**config.mk**
```make
export PLATFORM = sky130hd
export DESIGN_NAME = robTop
export DESIGN_NICKNAME = d
export VERILOG_FILES = /design/src/robPkg.sv /design/src/commitIf.sv /design/src/dispatchIf.sv /design/src/commitStage.sv /design/src/reorderBuffer.sv /design/src/robTop.sv /design/src/sqnDispatch.sv
export SDC_FILE = /design/constraint.sdc
export NUM_CORES = 1
export LEC_CHECK = 0
export BUFFER_PORTS_ARGS = -buffer_cell sky130_fd_sc_hd__buf_2
export CAP_MARGIN = 10
export CORE_MARGIN = 10
export CORE_UTILIZATION = 35
export DETAILED_ROUTE_END_ITERATION = 10
export PLACE_DENSITY_LB_ADDON = 0.12
export SYNTH_ARGS = -nofsm -noshare
export SYNTH_HDL_FRONTEND = slang
export SYNTH_SLANG_ARGS = --single-unit
```
**constraint.sdc**
```tcl
create_clock -name clk -period 20.9 [get_ports clk]
set_clock_uncertainty 0.15 [all_clocks]
set_input_delay 3.135 -clock clk [delete_from_list [all_inputs] [get_ports clk]]
set_output_delay 3.135 -clock clk [all_outputs]
set_load 0.005 [all_outputs]
```
**src/robPkg.sv**
```systemverilog
package robPkg;

    // buffer depth, doubles as the initial credit count
    localparam int ROB_LENGTH = 16;
    // dispatch and retirement lanes
    localparam int WIDTH = 2;

    localparam int SQN_W = 6;
    localparam int TAG_W = 6;
    localparam int NAME_W = 5;

    // slot index inside the buffer
    localparam int IDX_W = 4;
    // credit counts span 0 to ROB_LENGTH
    localparam int CNT_W = 5;
    localparam logic [CNT_W-1:0] CREDIT_MAX = CNT_W'(ROB_LENGTH);

    // architectural register file size
    localparam int NUM_REGS = 1 << NAME_W;

    typedef struct packed {
        logic valid;
        logic done;
        logic [TAG_W-1:0] tag;
        logic [NAME_W-1:0] name;
    } robEntry;

    // per-cycle retirement decision
    typedef enum logic [1:0] {
        RETIRE_NONE,
        RETIRE_ONE,
        RETIRE_TWO
    } retireKind;

    // sequence counter state around a flush
    typedef enum logic {
        FLUSH_IDLE,
        FLUSH_RECOVER
    } flushPhase;

endpackage

```
**src/commitIf.sv**
```systemverilog
`timescale 1ns/1ns

interface commitIf;

    // no back-pressure, the sink takes whatever retires
    robPkg::retireKind kind;
    logic [robPkg::NAME_W-1:0] name [robPkg::WIDTH];
    logic [robPkg::TAG_W-1:0] tag [robPkg::WIDTH];
    logic [robPkg::SQN_W-1:0] sqn [robPkg::WIDTH];

    modport source (
        output kind,
        output name,
        output tag,
        output sqn
    );

    modport sink (
        input kind,
        input name,
        input tag,
        input sqn
    );

endinterface

```
**src/dispatchIf.sv**
```systemverilog
`timescale 1ns/1ns

interface dispatchIf;

    // numbered instructions, lane 1 only valid with lane 0
    logic [robPkg::WIDTH-1:0] opValid;
    logic [robPkg::SQN_W-1:0] opSqn [robPkg::WIDTH];
    logic [robPkg::TAG_W-1:0] opTag [robPkg::WIDTH];
    logic [robPkg::NAME_W-1:0] opName [robPkg::WIDTH];

    // freed entries, added to the credits on the next edge
    logic [robPkg::CNT_W-1:0] creditReturn;

    modport source (
        output opValid,
        output opSqn,
        output opTag,
        output opName,
        input  creditReturn
    );

    modport sink (
        input  opValid,
        input  opSqn,
        input  opTag,
        input  opName,
        output creditReturn
    );

endinterface

```
**src/commitStage.sv**
```systemverilog
`timescale 1ns/1ns

module commitStage (
    input  logic                       clk,
    input  logic                       rst,
    commitIf.sink                      com,
    output logic [robPkg::WIDTH-1:0]   comValid,
    output logic [robPkg::NAME_W-1:0]  comName0,
    output logic [robPkg::TAG_W-1:0]   comTag0,
    output logic [robPkg::NAME_W-1:0]  comName1,
    output logic [robPkg::TAG_W-1:0]   comTag1,
    input  logic [robPkg::NAME_W-1:0]  mapName,
    output logic [robPkg::TAG_W-1:0]   mapTag
);

    // committed register map
    logic [robPkg::TAG_W-1:0] map [robPkg::NUM_REGS];
    logic [robPkg::WIDTH-1:0] laneValid;

    always_comb begin
        case (com.kind)
            robPkg::RETIRE_ONE: laneValid = 2'b01;
            robPkg::RETIRE_TWO: laneValid = 2'b11;
            default: laneValid = 2'b00;
        endcase
    end

    always_ff @(posedge clk) begin
        if (rst) begin
            comValid <= '0;
            // identity mapping out of reset
            for (int n = 0; n < robPkg::NUM_REGS; n++) begin
                map[n] <= n[robPkg::TAG_W-1:0];
            end
        end else begin
            comValid <= laneValid;
            // lane 1 is the younger one, written last so it wins on a shared name
            if (laneValid[0]) begin
                map[com.name[0]] <= com.tag[0];
            end
            if (laneValid[1]) begin
                map[com.name[1]] <= com.tag[1];
            end
        end
    end

    always_ff @(posedge clk) begin
        comName0 <= com.name[0];
        comTag0 <= com.tag[0];
        comName1 <= com.name[1];
        comTag1 <= com.tag[1];
    end

    assign mapTag = map[mapName];

endmodule

```
**src/reorderBuffer.sv**
```systemverilog
`timescale 1ns/1ns

module reorderBuffer (
    input  logic                      clk,
    input  logic                      rst,
    input  logic                      cplValid,
    input  logic [robPkg::SQN_W-1:0]  cplSqn,
    input  logic                      flushValid,
    input  logic [robPkg::SQN_W-1:0]  flushSqn,
    dispatchIf.sink                   disp,
    commitIf.source                   com
);

    // circular buffer, slot = low bits of the sequence number
    robPkg::robEntry entries [robPkg::ROB_LENGTH];
    logic [robPkg::SQN_W-1:0] head;

    logic [robPkg::IDX_W-1:0] headIdx;
    logic [robPkg::IDX_W-1:0] nextIdx;
    robPkg::robEntry headEntry;
    robPkg::robEntry nextEntry;

    robPkg::retireKind kind;
    logic [robPkg::CNT_W-1:0] retireCnt;
    logic [robPkg::CNT_W-1:0] flushCnt;
    logic [robPkg::ROB_LENGTH-1:0] youngMask;

    logic [robPkg::SQN_W-1:0] cplOffset;
    logic cplHit;

    assign headIdx = head[robPkg::IDX_W-1:0];
    assign nextIdx = headIdx + 1'b1;
    assign headEntry = entries[headIdx];
    assign nextEntry = entries[nextIdx];

    // in-order retirement from the head, held off during a flush
    always_comb begin
        kind = robPkg::RETIRE_NONE;
        retireCnt = '0;
        if (!flushValid && headEntry.valid && headEntry.done) begin
            if (nextEntry.valid && nextEntry.done) begin
                kind = robPkg::RETIRE_TWO;
                retireCnt = 2;
            end else begin
                kind = robPkg::RETIRE_ONE;
                retireCnt = 1;
            end
        end
    end

    // entries younger than the flush point
    always_comb begin
        logic [robPkg::IDX_W-1:0] offset;
        logic [robPkg::SQN_W-1:0] slotSqn;
        youngMask = '0;
        flushCnt = '0;
        for (int i = 0; i < robPkg::ROB_LENGTH; i++) begin
            // rebuild the full sequence number from the slot position
            offset = i[robPkg::IDX_W-1:0] - headIdx;
            slotSqn = head + offset;
            if (flushValid && entries[i].valid && $signed(slotSqn - flushSqn) > 0) begin
                youngMask[i] = 1'b1;
                flushCnt = flushCnt + 1'b1;
            end
        end
    end

    // completions outside the live window are dropped
    assign cplOffset = cplSqn - head;
    assign cplHit = cplValid && (cplOffset < robPkg::ROB_LENGTH)
                    && entries[cplSqn[robPkg::IDX_W-1:0]].valid;

    always_ff @(posedge clk) begin
        if (rst) begin
            for (int i = 0; i < robPkg::ROB_LENGTH; i++) begin
                entries[i].valid <= 1'b0;
                entries[i].done <= 1'b0;
            end
            head <= '0;
            disp.creditReturn <= '0;
            com.kind <= robPkg::RETIRE_NONE;
        end else begin
            if (cplHit) begin
                entries[cplSqn[robPkg::IDX_W-1:0]].done <= 1'b1;
            end

            // pending lanes are younger than any flush point
            for (int l = 0; l < robPkg::WIDTH; l++) begin
                if (disp.opValid[l] && !flushValid) begin
                    entries[disp.opSqn[l][robPkg::IDX_W-1:0]].valid <= 1'b1;
                    entries[disp.opSqn[l][robPkg::IDX_W-1:0]].done <= 1'b0;
                    entries[disp.opSqn[l][robPkg::IDX_W-1:0]].tag <= disp.opTag[l];
                    entries[disp.opSqn[l][robPkg::IDX_W-1:0]].name <= disp.opName[l];
                end
            end

            if (kind != robPkg::RETIRE_NONE) begin
                entries[headIdx].valid <= 1'b0;
                entries[headIdx].done <= 1'b0;
            end
            if (kind == robPkg::RETIRE_TWO) begin
                entries[nextIdx].valid <= 1'b0;
                entries[nextIdx].done <= 1'b0;
            end
            head <= head + retireCnt;

            for (int i = 0; i < robPkg::ROB_LENGTH; i++) begin
                if (youngMask[i]) begin
                    entries[i].valid <= 1'b0;
                    entries[i].done <= 1'b0;
                end
            end

            // retired and flushed slots both give credits back
            disp.creditReturn <= retireCnt + flushCnt;
            com.kind <= kind;
        end
    end

    // retiring lanes, qualified by kind
    always_ff @(posedge clk) begin
        com.name[0] <= headEntry.name;
        com.tag[0] <= headEntry.tag;
        com.sqn[0] <= head;
        com.name[1] <= nextEntry.name;
        com.tag[1] <= nextEntry.tag;
        com.sqn[1] <= head + 1'b1;
    end

endmodule

```
**src/robTop.sv**
```systemverilog
`timescale 1ns/1ns

module robTop (
    input  logic                       clk,
    input  logic                       rst,

    // dispatch
    input  logic [robPkg::WIDTH-1:0]   dispValid,
    input  logic [robPkg::NAME_W-1:0]  dispName0,
    input  logic [robPkg::TAG_W-1:0]   dispTag0,
    input  logic [robPkg::NAME_W-1:0]  dispName1,
    input  logic [robPkg::TAG_W-1:0]   dispTag1,
    output logic [robPkg::WIDTH-1:0]   dispAccept,
    output logic [robPkg::CNT_W-1:0]   dispCredits,

    // completion and flush
    input  logic                       cplValid,
    input  logic [robPkg::SQN_W-1:0]   cplSqn,
    input  logic                       flushValid,
    input  logic [robPkg::SQN_W-1:0]   flushSqn,

    // commit
    output logic [robPkg::WIDTH-1:0]   comValid,
    output logic [robPkg::NAME_W-1:0]  comName0,
    output logic [robPkg::TAG_W-1:0]   comTag0,
    output logic [robPkg::NAME_W-1:0]  comName1,
    output logic [robPkg::TAG_W-1:0]   comTag1,

    // committed map read
    input  logic [robPkg::NAME_W-1:0]  mapName,
    output logic [robPkg::TAG_W-1:0]   mapTag
);

    dispatchIf dispBus ();
    commitIf comBus ();

    sqnDispatch uDispatch (
        .clk         (clk),
        .rst         (rst),
        .dispValid   (dispValid),
        .dispName0   (dispName0),
        .dispTag0    (dispTag0),
        .dispName1   (dispName1),
        .dispTag1    (dispTag1),
        .flushValid  (flushValid),
        .flushSqn    (flushSqn),
        .dispAccept  (dispAccept),
        .dispCredits (dispCredits),
        .rob         (dispBus.source)
    );

    reorderBuffer uRob (
        .clk        (clk),
        .rst        (rst),
        .cplValid   (cplValid),
        .cplSqn     (cplSqn),
        .flushValid (flushValid),
        .flushSqn   (flushSqn),
        .disp       (dispBus.sink),
        .com        (comBus.source)
    );

    commitStage uCommit (
        .clk      (clk),
        .rst      (rst),
        .com      (comBus.sink),
        .comValid (comValid),
        .comName0 (comName0),
        .comTag0  (comTag0),
        .comName1 (comName1),
        .comTag1  (comTag1),
        .mapName  (mapName),
        .mapTag   (mapTag)
    );

endmodule

```
**src/sqnDispatch.sv**
```systemverilog
`timescale 1ns/1ns

module sqnDispatch (
    input  logic                       clk,
    input  logic                       rst,
    input  logic [robPkg::WIDTH-1:0]   dispValid,
    input  logic [robPkg::NAME_W-1:0]  dispName0,
    input  logic [robPkg::TAG_W-1:0]   dispTag0,
    input  logic [robPkg::NAME_W-1:0]  dispName1,
    input  logic [robPkg::TAG_W-1:0]   dispTag1,
    input  logic                       flushValid,
    input  logic [robPkg::SQN_W-1:0]   flushSqn,
    output logic [robPkg::WIDTH-1:0]   dispAccept,
    output logic [robPkg::CNT_W-1:0]   dispCredits,
    dispatchIf.source                  rob
);

    logic [robPkg::CNT_W-1:0] credits;
    logic [robPkg::SQN_W-1:0] nextSqn;
    robPkg::flushPhase phase;

    // pending lanes thrown away by the last flush
    logic [1:0] discardCnt;
    logic [robPkg::CNT_W-1:0] acceptCnt;
    logic [robPkg::CNT_W-1:0] refund;

    // lane 1 needs lane 0 and a second credit
    always_comb begin
        dispAccept = '0;
        if (!flushValid && credits != '0) begin
            dispAccept[0] = dispValid[0];
            dispAccept[1] = dispValid[0] && dispValid[1] && (credits >= 2);
        end
    end

    always_comb begin
        acceptCnt = '0;
        if (dispAccept[0]) begin
            acceptCnt = acceptCnt + 1'b1;
        end
        if (dispAccept[1]) begin
            acceptCnt = acceptCnt + 1'b1;
        end
        // discarded lanes come back the cycle after the flush
        refund = '0;
        if (phase == robPkg::FLUSH_RECOVER) begin
            refund[1:0] = discardCnt;
        end
    end

    always_ff @(posedge clk) begin
        if (rst) begin
            credits <= robPkg::CREDIT_MAX;
            nextSqn <= '0;
            phase <= robPkg::FLUSH_IDLE;
            discardCnt <= '0;
            rob.opValid <= '0;
        end else begin
            credits <= credits + rob.creditReturn + refund - acceptCnt;
            if (flushValid) begin
                // resume numbering right after the flush point
                nextSqn <= flushSqn + 1'b1;
                discardCnt <= {1'b0, rob.opValid[0]} + {1'b0, rob.opValid[1]};
                rob.opValid <= '0;
                phase <= robPkg::FLUSH_RECOVER;
            end else begin
                nextSqn <= nextSqn + acceptCnt;
                rob.opValid <= dispAccept;
                phase <= robPkg::FLUSH_IDLE;
            end
        end
    end

    // lane payload, qualified by opValid
    always_ff @(posedge clk) begin
        rob.opSqn[0] <= nextSqn;
        rob.opSqn[1] <= nextSqn + 1'b1;
        rob.opTag[0] <= dispTag0;
        rob.opTag[1] <= dispTag1;
        rob.opName[0] <= dispName0;
        rob.opName[1] <= dispName1;
    end

    assign dispCredits = credits;

endmodule
```
---- Word level (Yosys, flattened, before mapping) ----
Memory sizes are Yosys's and may differ from the RTL's. A register that Yosys moved wholly into a read port is not among the register bits.
Index checks and enable logic that the tools add are counted.
word-level totals
  flip-flop bits (word level) ............. 105
  memory bits (writable) .................. 400
  bits of input ports ..................... 45
  output and inout bits ................... 37
  word-level logic and storage cells ...... 516
  memories kept ........................... 2
operators by class
  $add $sub $neg .......................... 75
  magnitude comparators ................... 18
  eq/ne operators ......................... 23
  mux-type cells .......................... 165
  bitwise logic cells ..................... 158
  reductions and logical operators ........ 52
memories
  memory        depth  width  read ports  clocked after memory_dff  wr ports  RTL line             text
  uRob.entries  16     13     19          1                         17        reorderBuffer.sv:15  robPkg::robEntry entries [robPkg::ROB_LENGTH];
  uCommit.map   32     6      1           0                         32        commitStage.sv:17    logic [robPkg::TAG_W-1:0] map [robPkg::NUM_REGS];
operator list
  operator               count
  $mux W1                124
  $sub A6 B6 Y6          17
  $add A6 B4 Y6          16
  $gt A6 B1 Y1 const B   16
  $mux W5                19
  $add A5 B1 Y5 const B  14
  $and A1 B1 Y1          65
  $eq A4 B4 Y1 const B   16
  $mux W13               4
  $reduce_or A13 Y1      4
  $logic_and A1 B1 Y1    42
  $not A1 Y1             42
  $or A1 B1 Y1           32
  $sub A4 B4 Y4 const A  8
  $mux W4                5
  $and A1 B1 Y1 const B  18
  $mux W6                3
  $eq A4 B4 Y1           4
  $sub A3 B4 Y4 const A  4
  $add A6 B5 Y6          2
  $mux W3                4
  $reduce_or A6 Y1       2
  $add A5 B5 Y5          2
  $mux W2                5
  other kinds (18)       23

---- Logic depth before layout (Yosys ltp) ----
Gate-level depths: netlist of run 1.
  depth in word-level cells ............... 37
  depth in mapped cells ................... 63

---- Modules after synthesis ----
Synthesis of run 1 repeated with hierarchy kept, for this count alone.
second synthesis, totals
  cells, all modules ...................... 2663
  area, all modules ....................... 31664.1 µm²
by module, submodules not included
  module         times used  cells each  area an instance (µm²)  seq. area each (µm²)
  reorderBuffer  1           1741        18904.4                 6866.6
  commitStage    1           768         10963.0                 6246.0
  sqnDispatch    1           154         1796.7                  1001.0

---- Worst setup path after synthesis of run 1 ----
OpenSTA, ideal clock, no wires.
  kind .................................... input to register
  start ................................... input flushSqn[1] (netlist name)
  end ..................................... register uRob.disp.creditReturn[4]
  library setup time ...................... 65 ps
  arrival time ............................ 14976 ps
  data required time ...................... 20685 ps
  path slack .............................. 5709 ps
  cell stages on the path ................. 58
  path buffers ............................ 0
  path through ............................ inv_1 ha_1 xor2_1 inv_1 ha_1 a21o_1 a21o_1 a21o_1 a21oi_1 xor2_1 nand4_1 inv_1 ha_1 xnor2_2 inv_2 ha_1 inv_1 or3b_2 [... 22 more ...] ha_1 mux2i_1 nand2_1 ha_1 nor2_1 a31oi_2 ha_1 mux2_2 ha_1 mux2_2 ha_1 mux2_2 ha_1 mux2_2 fa_1 nand3b_1 xnor3_1 nor2_1
on the way
  word-level cells in the longest chain between the ends .. 35
  elaborated cells between the ends (all ways) .. 80
  classes of those cells .................. add/sub (32); order compare (16); mux (16); reduce/logical (16)
RTL lines
  what                  RTL line              text
  from (decl)           robTop.sv:20          input logic [robPkg::SQN_W-1:0] flushSqn,
  $sub A6 B6 Y6         reorderBuffer.sv:61   if (flushValid && entries[i].valid && $signed(slotSqn - flushSqn) > 0) begin
  $gt A6 B1 Y1          reorderBuffer.sv:61
  $logic_and A1 B1 Y1   reorderBuffer.sv:61
  $mux W1               reorderBuffer.sv:61
  $add A1 B1 Y2         reorderBuffer.sv:63   flushCnt = flushCnt + 1'b1;
  $mux W5               reorderBuffer.sv:61
  $add A5 B1 Y5         reorderBuffer.sv:63
  $mux W5               reorderBuffer.sv:61
  [... 19 more ...]     --
  $mux W5               reorderBuffer.sv:61
  $add A5 B1 Y5         reorderBuffer.sv:63
  $mux W5               reorderBuffer.sv:61
  $add A5 B1 Y5         reorderBuffer.sv:63
  $mux W5               reorderBuffer.sv:61
  $add A5 B1 Y5         reorderBuffer.sv:63
  $mux W5 *             reorderBuffer.sv:61
  $add A5 B5 Y5 *       reorderBuffer.sv:115  disp.creditReturn <= retireCnt + flushCnt;
  to (signal assigned)  reorderBuffer.sv:115
  to (decl)             dispatchIf.sv:27      output creditReturn
Mark *: on every way between the ends. The rest lies on a longest branch, timed or not.
A chain may end at the register's enable or synchronous reset.

---- Worst setup path in the final report of run 1 ----
Ends and elaborated chain as after synthesis.

==> reports/metrics.yaml, run 1 <==
floorplan:
  die_h_um: 314
  io_pins: 82
  dieArea_mm2: 0.0985
  die_w_um: 314
  fp-row-count: 107
  start_util_pct: 35.4
  core-area_mm2: 0.0854
synthesis:
  yosysSeqAreaShare_pct: 45.5
  syn-cell-area_mm2: 0.0302
  synth_async_sr_flop_share_pct: 0
  synth_fp_nets: 2702
  synth_seq_cells: 503
  synth.distinct_cells: 96
  synth-edff-count: 368
  synth-main-ff-cell: "edfxtp_1"
  postSynthCellCount: 2533
  postSynthAreaPerCell_um2: 11.9
  synth_warnings: 0
min_path:
  min_path_type: "reg -> reg"
detailed_routing:
  wirelength_met1_um: 45400
  route.detailed.drc: 0
  drtIter0Drc: 1984
  met2_length_um: 46300
  vias: 22120
  antenna_left: 0
  wl_per_cell_um: 27.2
  wl_um: 101000
  viasPerCell: 5.97
  dr_wl_met3_um: 6870
  dr.pass1.iters: 6
  top_layer_used: "met4"
grt:
  grt_start_max_net_pins: 55
  grt.overflow.total: 0
  grt.total_usage_pct: 19.9
  antenna_found_initial: 1
  grt_pass1_wl_um: 150000
  grt_pass1_vias: 22167
power_and_ir_drop:
  power_density_mw_per_mm2: 68.3
  p_switching_w: 0.000571
  p_seq_share_pct: 48.1
  clockPowerShare_pct: 44.1
  leakage_nw: 11.9
  combPwrFrac_pct: 7.8
  internal_power_w: 0.00173
  ir_drop_v: 0.0000603
  p_sw_share_pct: 24.8
  p_total_w: 0.00230
sta:
  max_freq_mhz: 62.5
  layout_min_cycle_time_ns: 16.00
  fin_tns_setup_ns: 0
  finalSetupViolCount: 0
  drv_slew: 0
  relSlewSlack_pct: 14.6
  hold_viol: 0
  holdWs_ns: 0.250
  rsz0062_at_grt: "false"
  worst_slew_pin_slew_ns: 1.28
  fin_crit_sh_pct: 76.6
clocking:
  cts-root-buf: "clkbuf_16"
  clockBufferDepth: 3
  clkTransAtPathRegs_ns: 0.06
  cts_tree: "yes"
  holdBufCountCts: 0
  cts_buffers: 56
  cts_sinks: 503
  cts_setup_buffers: 0
  clk-insertion-delay-late_ns: 0.64
  cts_resized: 0
  cts.htree.levels: 2
placement:
  port_buffers: 81
  gp_congestion: 0.847
  dp_hpwl_um: 70800
  placed_cells: 3598
setup_path:
  path_class: "in -> reg"
  worstPathRequired_ns: 21.30
  arrival_ns: 16.40
  slowest_stage: "or3b_2"
  worst_setup_path_end_kind: "register"
  startpoint_type: "input port"
  cp_max_fo: 7
  cpMostUsedCell: "ha_1"
  cpPeakStageDelay_ns: 0.49
final_layout:
  nets: 2681
  drive_gt1_share_pct: 19.8
  area_growth_syn_to_layout_pct: 11.3
  seq_area_mm2: 0.0138
  multiInputGateArea_mm2: 0.0154
  fill_cells: 8169
  instances_no_fill: 3705
run_status:
  status: "finished, final reports clean"
job:
  cap_violations: 0
==> worst max-delay path, delay by kind of cell <==
kind            cells  cell delay (ns)
fa+ha+maj          17             5.06
mux                 8             2.15
buf+inv            10             0.94
xor+xnor            4             0.96
simple gates       11             2.22
compound gates      9             1.93
==> final timing paths <==
kind	startpoint	cells after the start	slack (ns)	endpoint
worst min-delay path	uDispatch.nextSqn[3]	0	0.25	uDispatch.rob.opSqn[9]
worst max-delay path	flushSqn[1]	59	4.90	uRob.disp.creditReturn[4]
worst min register to register	uDispatch.nextSqn[3]	0	0.25	uDispatch.rob.opSqn[9]
worst max register to register	uRob.head[0]	57	6.45	uRob.disp.creditReturn[4]
==> cell type report <==
cell class | instances | share of cell area (%)
Multi-Input combinational cell | 1717 | 45.7
Sequential cell | 503 | 40.9
Clock buffer | 76 | 5.01
Tap cell | 1144 | 4.26
Timing Repair Buffer | 129 | 2.28
Inverter | 105 | 1.17
Clock inverter | 30 | 0.677
Antenna cell | 1 | 0.00744
==> logic make-up (layout without fill, tap and decap cells) <==
group | Yosys count | in the layout | synth area share, %
AOI/OAI and AO/OA | 640 | 640 | 16.2
and+or+nand+nor | 616 | 616 | 9.85
DFF | 503 | 503 | 45.5
buffers and inverters | 313 | 340 | 3.95
muxes | 220 | 220 | 14.9
adders and majority gates | 125 | 125 | 5.39
xor gates and xnor gates | 116 | 116 | 4.16
other | 0 | 1 | 0
==> power groups by stage <==
stage | sequential, W | combinational, W | clock, W
after floorplan | 0.00111 | 0.000134 | 0
after global placement | 0.00112 | 0.000178 | 0
after detailed placement | 0.00112 | 0.000181 | 0
after CTS | 0.00110 | 0.000182 | 0.00103
after global routing | 0.00111 | 0.000201 | 0.00107
final | 0.00110 | 0.000180 | 0.00101
==> stage by stage <==
step / instance area, µm² / setup WS [ns] / util [%]
final: 33600 / 4.90 / 39.4
after global routing: 33600 / 4.04 / 39.4
after CTS: 33600 / 4.89 / 39.4
after detailed placement: 31700 / 4.31 / 37.1
after global placement: 31700 / 4.70 / 37.1
after floorplan: 30200 / 5.71 / -
==> cells in the mapped netlist (8+ instances only) <==
library cell	number	area share (%)
edfxtp_1	368	37
a22o_1	238	6.9
nor2_1	189	2.3
mux4_2	183	14
clkbuf_1	154	1.9
nand2_1	151	1.9
dfxtp_1	135	8.9
ha_1	115	4.8
inv_1	97	1.2
nor3_1	84	1.4
a21oi_1	82	1.4
a22oi_1	74	1.8
xnor2_1	59	1.7
o21ai_0	50	0.83
o22ai_1	50	1.0
buf_1	47	0.58
xor2_1	36	1.0
or3_1	33	0.68
nand3_1	29	0.48
mux2i_1	23	0.76
nor2b_1	21	0.43
a21o_1	20	0.50
and2_1	17	0.35
mux2_2	13	0.48
nand2b_1	13	0.27
or2_2	13	0.27
a31oi_1	12	0.25
a32oi_1	12	0.35
and3_1	12	0.25
o221ai_1	12	0.35
fa_1	9	0.60
nand3b_1	9	0.22
nand4_1	9	0.19
xnor2_2	9	0.48
nor3b_1	8	0.20
==> metal layers <==
| layer | global-route usage [%] | vias to the layer above |
|---|---|---|
| li1 | - | 9839 |
| met1 | 28.2 | 11227 |
| met5 | 0 | - |
| met2 | 31.6 | 908 |
| met4 | 4.90 | 0 |
| met3 | 2.91 | 146 |
==> state kept, by name, summed over array words and instances (netlist names), 6 cells and up <==
| name | flops |
|---|---|
| uCommit.comTag1 | 6 |
| uRob.head | 6 |
| uRob.entries | 208 |
| uRob.com.tag | 12 |
| uRob.com.name | 10 |
| uDispatch.rob.opTag | 12 |
| uDispatch.rob.opName | 10 |
| uCommit.map | 192 |
| uDispatch.rob.opSqn | 8 |
| uCommit.comTag0 | 6 |
==> cell usage in the layout, fill, tap and decap left out, types with 9 or more instances in the layout <==
cell,Yosys,layout
a21o_1,20,20
a22o_1,238,238
xnor2_2,9,11
mux4_2,183,183
a31oi_1,12,12
nand3b_1,9,9
xnor2_1,59,57
nor3_1,84,80
edfxtp_1,368,368
nor2_1,189,189
clkbuf_16,0,63
a32oi_1,12,12
inv_1,97,97
clkinv_2,0,10
and2_1,17,17
nand3_1,29,29
o21ai_0,50,50
nand4_1,9,9
nand2b_1,13,13
dfxtp_1,135,133
mux2_2,13,13
fa_1,9,9
and3_1,12,12
or3_1,33,33
ha_1,115,114
xor2_1,36,36
or2_2,13,13
buf_2,3,80
mux2i_1,23,23
a21oi_1,82,82
a22oi_1,74,74
o22ai_1,50,43
nand2_1,151,151
nor2b_1,21,21
o221ai_1,12,12
buf_4,3,49
No activity file was read; power rests on OpenSTA's default activity.
==> inputs of run 2 (changes only) <==
- clock period: 20.9 -> 13.7 ns (I/O delays scaled with it)
==> run 2 against run 1 <==
Non-clock buffer count grew 81. Utilization is 1.0 points higher. First-iteration DRC count is 8.5% higher. Clock power is 62% higher. Global-route usage shrank 0.060 points. Via count rose by 1.9%. Cell count grew 2.2%. Worst setup slack got worse by 4.5 ns. Critical path depth down 1. Highest routed layer unchanged.
==> reports/metrics.yaml, run 2 (synthesis results as in run 1) <==
floorplan:
  die_h_um: 314
  fp-row-count: 107
  die_w_um: 314
  core-area_mm2: 0.0854
  start_util_pct: 35.4
  dieArea_mm2: 0.0985
  io_pins: 82
run_status:
  status: "finished, final reports clean"
placement:
  port_buffers: 81
  placed_cells: 3672
  gp_congestion: 0.876
  dp_hpwl_um: 71800
final_layout:
  final_util_pct: 40.4
  largest-register: "uRob.entries"
  instances_no_fill: 3788
  largest_register_ffs: 208
  drive_gt1_share_pct: 22.7
  nets: 2763
  final_common_cell: "edfxtp_1"
  fill_cells: 8166
  area_growth_syn_to_layout_pct: 14.2
  final_cell_mix: "368 x edfxtp_1, 238 x a22o_1, 187 x nor2_1"
  reg_top3: "uRob.entries x208, uCommit.map x192"
clocking:
  cts-root-buf: "clkbuf_16"
  cts_buffers: 57
  cts_tree: "yes"
  cts.htree.levels: 2
  cts_sinks: 503
  holdBufCountCts: 0
  clkTransAtPathRegs_ns: 0.06
  clk-insertion-delay-late_ns: 0.63
  clockBufferDepth: 3
sta:
  fin_crit_sh_pct: 96.8
  finalSetupViolCount: 0
  max_freq_mhz: 75.4
  hold_viol: 0
  drv_slew: 0
  worst_slew_pin_slew_ns: 1.29
  layout_min_cycle_time_ns: 13.26
  relSlewSlack_pct: 13.8
grt:
  antenna_found_initial: 1
  grt_pass1_wl_um: 150000
  grt_pass1_vias: 22084
  grt_start_max_net_pins: 65
  grt.overflow.total: 0
  grt.total_usage_pct: 19.8
detailed_routing:
  route.detailed.drc: 0
  viasPerCell: 5.95
  dr.pass1.iters: 5
  wl_per_cell_um: 26.6
  drtIter0Drc: 2152
  vias: 22541
  wl_um: 101000
  antenna_left: 0
setup_path:
  startpoint_type: "input port"
  worstPathRequired_ns: 14.02
  slowest_stage: "or3b_2"
  worst_setup_path_end_kind: "register"
  cpPeakStageDelay_ns: 0.49
  arrival_ns: 13.59
  cpMostUsedCell: "ha_1"
  cp_max_fo: 5
  path_class: "in -> reg"
min_path:
  min_path_type: "reg -> reg"
power_and_ir_drop:
  power_density_mw_per_mm2: 105
  ir_drop_v: 0.0000789
  leakage_nw: 12.4
job:
  cap_violations: 0
## run 2: cell count changes in the layout (fill, tap and decap cells not counted), moves of 6 or more
cell	previous run	this run
buf_4	49	129
clkbuf_1	7	17
bufinv_16	0	8
ha_1	114	106
ha_4	0	7
clkinv_4	6	0
## run 2: worst paths after layout
kind / cells after the start / from / slack (ns) / end
setup reg to reg: 57 / uRob.head[2] / 0.80 / uRob.disp.creditReturn[2]
hold / removal: 0 / uDispatch.nextSqn[3] / 0.24 / uDispatch.rob.opSqn[9]
hold reg to reg: 0 / uDispatch.nextSqn[3] / 0.24 / uDispatch.rob.opSqn[9]
setup / recovery: 58 / flushSqn[1] / 0.44 / uRob.disp.creditReturn[2]
## run 2: repair_timing
item                       CTS  global route
setup endpoints to repair    0             4
setup buffers                0             6
gates resized for setup      0            16
## run 2: routing by layer
layer	global-route usage, %	share of wire, %
met2	30.6	45
met5	0	0
met3	3.03	7.4
met4	4.66	2.1
met1	28.9	45
## run 2: layout make-up
| class | instances | area [µm²] | area share (%) |
|---|---|---|---|
| diodes | 1 | 2.50 | 0.00725 |
| clock buffers | 85 | 1680 | 4.85 |
| clock inverters | 23 | 320 | 0.928 |
| inverters | 105 | 394 | 1.14 |
| multi-input cells | 1717 | 15500 | 45.0 |
| flip-flops and latches | 503 | 13800 | 39.9 |
| well taps | 1144 | 1430 | 4.15 |
| repair buffers | 210 | 1400 | 4.05 |
## run 2: power breakdown
part           switching [W]  internal, W  total (W)
Clock               0.000647     0.000993    0.00164
Sequential         0.0000363      0.00165    0.00168
Combinational       0.000165     0.000123   0.000288
## run 2: critical path: cells and delay by family
family | cells | cell delay (ns)
adders and majority gates | 17 | 4.57
muxes | 8 | 2.01
and+or+nand+nor | 10 | 1.99
AOI/OAI and AO/OA | 9 | 1.71
buffers and inverters | 11 | 0.82
xor gates and xnor gates | 3 | 0.41
## run 2: stage by stage
step / TNS (ns) / total power [W] / setup WS [ns] / hold slack, ns / instance area [µm²]
2_1_floorplan: 0 / 0.00190 / 0.00286 / 0.179 / 30300
3_3_place_gp: -0.419 / 0.00200 / -0.198 / 0.240 / 32400
3_5_place_dp: -1.10 / 0.00200 / -0.386 / 0.235 / 32400
4_1_cts: 0 / 0.00364 / 0.201 / 0.247 / 34300
5_1_grt: -0.0830 / 0.00374 / -0.0382 / 0.252 / 34500
6_report: 0 / 0.00361 / 0.439 / 0.244 / 34500
